**src/hw/dspSeq_params.svh**
```systemverilog
`ifndef DSPSEQ_PARAMS_SVH
`define DSPSEQ_PARAMS_SVH

// ##############################
// sequencer sizing.
// ##############################

// program counter and stack entry width.
`define PC_W 14

// return stack depth.
`define STK_DEPTH 16

// stack address width; pointer carries one extra bit for empty.
`define STK_AW 4

`endif

```
**src/hw/dspSeqPkg.sv**
```systemverilog
`include "dspSeq_params.svh"

package dspSeqPkg;

  // ##############################
  // sequencer commands.
  // ##############################

  typedef enum logic [1:0] {
    OP_NEXT = 2'd0, // pc + 1.
    OP_JUMP = 2'd1, // load target.
    OP_CALL = 2'd2, // push return address, load target.
    OP_RET  = 2'd3  // load top of stack, pop.
  } seqOp_e;

  typedef struct packed {
    seqOp_e           op;
    logic [`PC_W-1:0] target;
  } seqCmd_t;

  // ##############################
  // stack status.
  // ##############################

  typedef struct packed {
    logic [`PC_W-1:0] topPc;   // entry at pointer.
    logic [`PC_W-1:0] belowPc; // entry under it.
    logic             empty;
    logic             full;
    logic             hasOne;
  } stkStat_t;

endpackage

```
**src/hw/pcSeqTop.sv**
```systemverilog
`include "dspSeq_params.svh"

module pcSeqTop
  import dspSeqPkg::*;
(
  input  logic             PCSCLK,
  input  logic             T_RST,
  input  logic             cmdValid,
  input  seqCmd_t          cmd,
  input  logic             stackHold,
  output logic [`PC_W-1:0] pc,
  output stkStat_t         stkStat,
  output logic             ovfErr,
  output logic             unfErr
);

  // sequencer to stack.
  logic             pushReq;
  logic             popReq;
  logic [`PC_W-1:0] pushData;

  // ##############################
  // program sequencer.
  // ##############################

  pcSequencer uSeq (
    .PCSCLK   (PCSCLK),
    .T_RST    (T_RST),
    .cmdValid (cmdValid),
    .cmd      (cmd),
    .stkStat  (stkStat),
    .pc       (pc),
    .pushReq  (pushReq),
    .popReq   (popReq),
    .pushData (pushData),
    .ovfErr   (ovfErr),
    .unfErr   (unfErr)
  );

  // ##############################
  // return address stack.
  // ##############################

  // stackHold freezes the pointer and the cells.
  pcStack uStack (
    .PCSCLK    (PCSCLK),
    .T_RST     (T_RST),
    .pushReq   (pushReq),
    .popReq    (popReq),
    .stackHold (stackHold),
    .pushData  (pushData),
    .stkStat   (stkStat)
  );

endmodule

```
**src/hw/pcSequencer.sv**
```systemverilog
`include "dspSeq_params.svh"

module pcSequencer
  import dspSeqPkg::*;
(
  input  logic             PCSCLK,
  input  logic             T_RST,
  input  logic             cmdValid,
  input  seqCmd_t          cmd,
  input  stkStat_t         stkStat,
  output logic [`PC_W-1:0] pc,
  output logic             pushReq,
  output logic             popReq,
  output logic [`PC_W-1:0] pushData,
  output logic             ovfErr,
  output logic             unfErr
);

  logic [`PC_W-1:0] pcInc;
  logic [`PC_W-1:0] pcNext;
  logic             isCall;
  logic             isRet;
  logic             ovfSet;
  logic             unfSet;

  // ##############################
  // command decode.
  // ##############################

  assign pcInc = pc + 1'b1;

  // return address for a call.
  assign pushData = pcInc;

  assign isCall = cmdValid && (cmd.op == OP_CALL);
  assign isRet  = cmdValid && (cmd.op == OP_RET);

  // the stack blocks bad pushes and pops itself.
  assign pushReq = isCall;
  assign popReq  = isRet;

  // error conditions seen from this side of the stack.
  assign ovfSet = isCall && stkStat.full;
  assign unfSet = isRet && stkStat.empty;

  always_comb begin
    pcNext = pc; // idle cycle holds.
    if (cmdValid) begin
      unique case (cmd.op)
        OP_NEXT: begin
          pcNext = pcInc;
        end
        OP_JUMP: begin
          pcNext = cmd.target;
        end
        OP_CALL: begin
          // target is taken even when the push is dropped.
          pcNext = cmd.target;
        end
        OP_RET: begin
          if (stkStat.empty) begin
            pcNext = pcInc; // nothing to return to.
          end else begin
            pcNext = stkStat.topPc;
          end
        end
      endcase
    end
  end

  // ##############################
  // program counter.
  // ##############################

  always_ff @(posedge PCSCLK or posedge T_RST) begin
    if (T_RST) begin
      pc <= '0;
    end else begin
      pc <= pcNext;
    end
  end

  // ##############################
  // sticky stack errors.
  // ##############################

  // cleared only by reset.
  always_ff @(posedge PCSCLK or posedge T_RST) begin
    if (T_RST) begin
      ovfErr <= 1'b0;
      unfErr <= 1'b0;
    end else begin
      if (ovfSet) begin
        ovfErr <= 1'b1;
      end
      if (unfSet) begin
        unfErr <= 1'b1;
      end
    end
  end

endmodule

```
**src/hw/pcStack.sv**
```systemverilog
`include "dspSeq_params.svh"

module pcStack
  import dspSeqPkg::*;
(
  input  logic             PCSCLK,
  input  logic             T_RST,
  input  logic             pushReq,
  input  logic             popReq,
  input  logic             stackHold,
  input  logic [`PC_W-1:0] pushData,
  output stkStat_t         stkStat
);

  // last occupied slot before the stack reports full.
  localparam logic [`STK_AW:0] ptrLast = `STK_DEPTH - 1;

  logic [`STK_AW:0]   ptr;      // top bit set means empty.
  logic [`STK_AW:0]   ptrInc;
  logic [`STK_AW:0]   ptrDec;
  logic               push;
  logic               pop;
  logic               empty;
  logic               full;
  logic               hasOne;
  logic [`PC_W-1:0]   topPc;
  logic [`PC_W-1:0]   belowPc;

  // ##############################
  // request qualification.
  // ##############################

  // overflow and underflow never reach the pointer.
  assign push = pushReq && !full && !stackHold;
  assign pop  = popReq && !empty && !stackHold;

  assign ptrInc = ptr + 1'b1;
  assign ptrDec = ptr - 1'b1;

  // ##############################
  // stack pointer.
  // ##############################

  always_ff @(posedge PCSCLK or posedge T_RST) begin
    if (T_RST) begin
      ptr <= '1; // empty.
    end else if (push) begin
      ptr <= ptrInc;
    end else if (pop) begin
      ptr <= ptrDec;
    end
  end

  // flags decode straight from the pointer.
  assign empty  = ptr[`STK_AW];
  assign full   = (ptr == ptrLast);
  assign hasOne = (ptr == '0);

  // ##############################
  // register file.
  // ##############################

  // write lands one above the current top.
  pcStackRam uRam (
    .PCSCLK     (PCSCLK),
    .we         (push),
    .waddr      (ptrInc[`STK_AW-1:0]),
    .din        (pushData),
    .raddr      (ptr[`STK_AW-1:0]),
    .raddrBelow (ptrDec[`STK_AW-1:0]),
    .topPc      (topPc),
    .belowPc    (belowPc)
  );

  always_comb begin
    stkStat.topPc   = topPc;
    stkStat.belowPc = belowPc;
    stkStat.empty   = empty;
    stkStat.full    = full;
    stkStat.hasOne  = hasOne;
  end

endmodule

```
**src/hw/pcStackRam.sv**
```systemverilog
`include "dspSeq_params.svh"

module pcStackRam (
  input  logic              PCSCLK,
  input  logic              we,
  input  logic [`STK_AW-1:0] waddr,
  input  logic [`PC_W-1:0]  din,
  input  logic [`STK_AW-1:0] raddr,
  input  logic [`STK_AW-1:0] raddrBelow,
  output logic [`PC_W-1:0]  topPc,
  output logic [`PC_W-1:0]  belowPc
);

  // ##############################
  // storage cells.
  // ##############################

  logic [`PC_W-1:0] cells [`STK_DEPTH];

  // single write port on the stack clock.
  always_ff @(posedge PCSCLK) begin
    if (we) begin
      cells[waddr] <= din;
    end
  end

  // ##############################
  // read ports.
  // ##############################

  // both ports are combinational, so they track the pointer directly.
  always_comb begin
    topPc = cells[raddr];
  end

  always_comb begin
    belowPc = cells[raddrBelow]; // next entry down.
  end

endmodule

```
**config.mk**
```make
export PLATFORM = sky130hd
export DESIGN_NAME = pcSeqTop
export DESIGN_NICKNAME = d
export VERILOG_FILES = /design/src/hw/dspSeqPkg.sv /design/src/hw/pcSeqTop.sv /design/src/hw/pcSequencer.sv /design/src/hw/pcStack.sv /design/src/hw/pcStackRam.sv
export VERILOG_INCLUDE_DIRS = /design/src /design/src/hw
export SDC_FILE = /design/constraint.sdc
export NUM_CORES = 1
export LEC_CHECK = 0
export ABC_AREA = 1
export CAP_MARGIN = 10
export CORE_ASPECT_RATIO = 0.75
export CORE_UTILIZATION = 64
export CTS_CLUSTER_DIAMETER = 60
export CTS_CLUSTER_SIZE = 20
export DETAILED_ROUTE_END_ITERATION = 6
export DONT_BUFFER_PORTS = 1
export GPL_TIMING_DRIVEN = 0
export MAX_ROUTING_LAYER = met4
export PLACE_DENSITY = 0.79
export SLEW_MARGIN = 20
export SYNTH_ARGS = -nofsm -noshare
export SYNTH_HDL_FRONTEND = slang
export SYNTH_SLANG_ARGS = --single-unit
```
**constraint.sdc**
```tcl
create_clock -name PCSCLK -period 3.5 [get_ports PCSCLK]
set_input_delay 0.35 -clock PCSCLK [delete_from_list [all_inputs] [get_ports PCSCLK]]
set_output_delay 0.35 -clock PCSCLK [all_outputs]
set_load 0.05 [all_outputs]
```
==> results.yml <==
setup_path:
  path_cells: "inv_1, buf_6, ha_4, xnor2_4, buf_4, buf_4, nand3_1, nand3_1, nand2_2"
  path_class: "reg2out"
  cpMaxStageDelayCell: "dfstp_2"
  required_ns: 3.15
  cpPeakStageDelay_ns: 0.67
  crit_fanout: 20
  endpoint_kind: "output pin"
  crit_path_start_kind: "flop"
  critPathArrivalTime_ns: 3.22
finish:
  drive_gt1_frac: 0.1128
  utilization: 0.7368
  fin_area_um2: 15060
  fin_nets: 1691
  n_antenna_cell: 0
  syn2layout_area_growth_pct: 11.68
floorplanning:
  dieWidth_um: 169.6
  dieArea_um2: 21660
  io-pin-count: 67
  rows: 45
  die_y_um: 127.7
  core_area_um2: 20440
  initial_core_util: 0.6597
yosys:
  avgSynthCellArea_um2: 8.318
  yosysWarnings: 0
  synthesis.nets: 1651
  yosysMostFrequentCell: "nand2_1"
  synth_cell_types: 31
  synth.area.top_cells: "edfxtp_1 50%, nand2_1 13%, nand3_1 7.3%"
  netlist_area_um2: 13480
  ys.flop_type: "edfxtp_1"
  synthTopCellsByCount: "479 x nand2_1, 228 x inv_1, 224 x edfxtp_1"
  synth_edf_count: 224
  synth_top_area_share: 0.4989
  ys_ff_latch: 245
  yosysTopAreaCell: "edfxtp_1"
  syn_inst: 1621
  async_flop_share: 0.08571
  synth-seq-area-share: 0.5383
placed_design:
  port_buffers: 0
  gp_congestion: 1.057
  dpl.hpwl_mm: 34.28
  place_area_um2: 14060
clock_network:
  cts_tree: "yes"
  clock-root-buffer: "clkbuf_16"
  insertion_delay_ns: 0.52
  cts_sinks: 245
  clk_pin_slew_ns: 0.09
  h-tree-depth: 1
  cts_buffers: 17
  cts_buffer_depth: 3
global_routing:
  grt_max_degree: 29
  gr-total-overflow: 0
  busiest_layer: "met2"
  grt_pass1_vias: 11147
  grt_use_total: 0.4605
  grt_first_pass_wirelength_mm: 68.95
  use_met1: 0.6108
  antenna_found_initial: 0
  use_met2: 0.6408
  met3_usage: 0.1951
sta:
  maxSlewViolCount: 0
  whs_ns: 0.06521
  rsz0062_at_grt: "true"
  clock.fmax_mhz: 280.3
  period_share: 1.019
  final_hold_viol_count: 0
  setup_ws_ns: -0.06773
  setup_viol: 6
  period_minus_slack_ns: 3.568
  slew_headroom: 0.3676
  fin_skew_ns: 0.01945
  worst_slew_pin_slew_ns: 0.9463
detailed_routing:
  avgViaCountPerCell: 6.356
  drc: 0
  wire_per_inst_um: 24.75
  wirelength_mm: 48.24
  vias: 12387
  drt_iter0_drc: 2149
  firstDrtPassIters: 6
  ant_nets: 0
hold_path:
  hold_class: "in2reg"
outcome:
  status: "finished with violations"
  violations: "negative setup slack"
flow_run:
  drv_cap: 0
## placed cells by master (no fill, tap or decap), drive strengths merged
master and n:
a21oi 114, a31o 2, buf 95, bufinv 1
clkbuf 46, clkinv 4, dfrtp 16, dfstp 5
dlygate4sd3 1, edfxtp 224, ha 10, inv 233
nand2 479, nand3 198, nand4 2, nor2 43
nor3 2, nor3b 1, o211ai 26, o21a 1
o21ai 146, o221ai 4, or2 1, xnor2 1
xor2 12
## per-layer routing
layer,vias up,share of wire
met2,1167,0.41
met1,5663,0.35
met4,0,0.041
met5,-,0
met3,152,0.19
li1,5405,-
## final timing paths
| kind | start | to | slack [ns] | cells after the start |
|---|---|---|---|---|
| worst max-delay path | uStack.ptr[1] | stkStat[12] | -0.07 | 9 |
| worst min-delay path | cmd[4] | uSeq.pc[4] | 0.07 | 4 |
| worst max register to register | uStack.ptr[4] | uStack.uRam.cells[15][9] | 0.17 | 8 |
| worst min register to register | uSeq.pc[11] | uSeq.pc[11] | 0.81 | 2 |
| max in group asynchronous | T_RST | uSeq.pc[2] | 2.49 | 2 |
| min in group asynchronous | T_RST | uSeq.pc[13] | 0.47 | 2 |
## state kept, by name, indices dropped and copies added (netlist names)
signal and flops:
uStack.uRam.cells 224, uStack.ptr 5, uSeq.unfErr 1, uSeq.ovfErr 1, uSeq.pc 14
## logic make-up after synthesis
family / count (synthesis) / share of synthesized area
and+or+nand+nor: 726 / 0.2219
buffers and inverters: 334 / 0.1044
AOI/OAI and AO/OA: 293 / 0.1157
DFF: 245 / 0.5383
xor gates and xnor gates: 13 / 0.01039
adders and majority gates: 10 / 0.009280
## worst max-delay path: cells and delay by family (launching register included)
| family | cells | cell delay (ns) |
|---|---|---|
| adder cells (fa/ha/maj) | 1 | 0.21 |
| XOR/XNOR | 1 | 0.24 |
| buffers and inverters | 4 | 0.90 |
| AND/OR/NAND/NOR | 3 | 0.65 |
| flip-flops | 1 | 0.67 |
## timing repair
action | CTS | global route
setup endpoints to repair | 101 | 223
buffers inserted | 5 | 10
hold buffers | 1 | 0
endpoints found under the hold margin | 16 | 0
gates resized for setup | 74 | 18
pin swaps | 20 | 10
## area by class of cell
| cell class | count | area, um2 |
|---|---|---|
| multi-input combinational | 1042 | 5116 |
| clock inverter | 6 | 80.08 |
| timing repair buffer | 25 | 347.8 |
| sequential | 245 | 7258 |
| tap | 282 | 352.8 |
| fill | 1537 | 5380 |
| inverter | 232 | 872.1 |
| buffer | 98 | 598.1 |
| clock buffer | 19 | 432.9 |
## through the flow
stage | TNS, ns | worst slack [ns] | std cells
3_3_place_gp | -70.01 | -0.5041 | 1903
3_5_place_dp | -7.140 | -0.5449 | 1912
4_1_cts | -1.411 | -0.03276 | 1940
6_report | -0.2304 | -0.06773 | 1949
5_1_grt | -0.04702 | -0.02707 | 1949
2_1_floorplan | 0 | 0.5078 | 1621
Power is not shown: default switching activity piles up to over one toggle a cycle in this logic, so the estimate is an artifact.
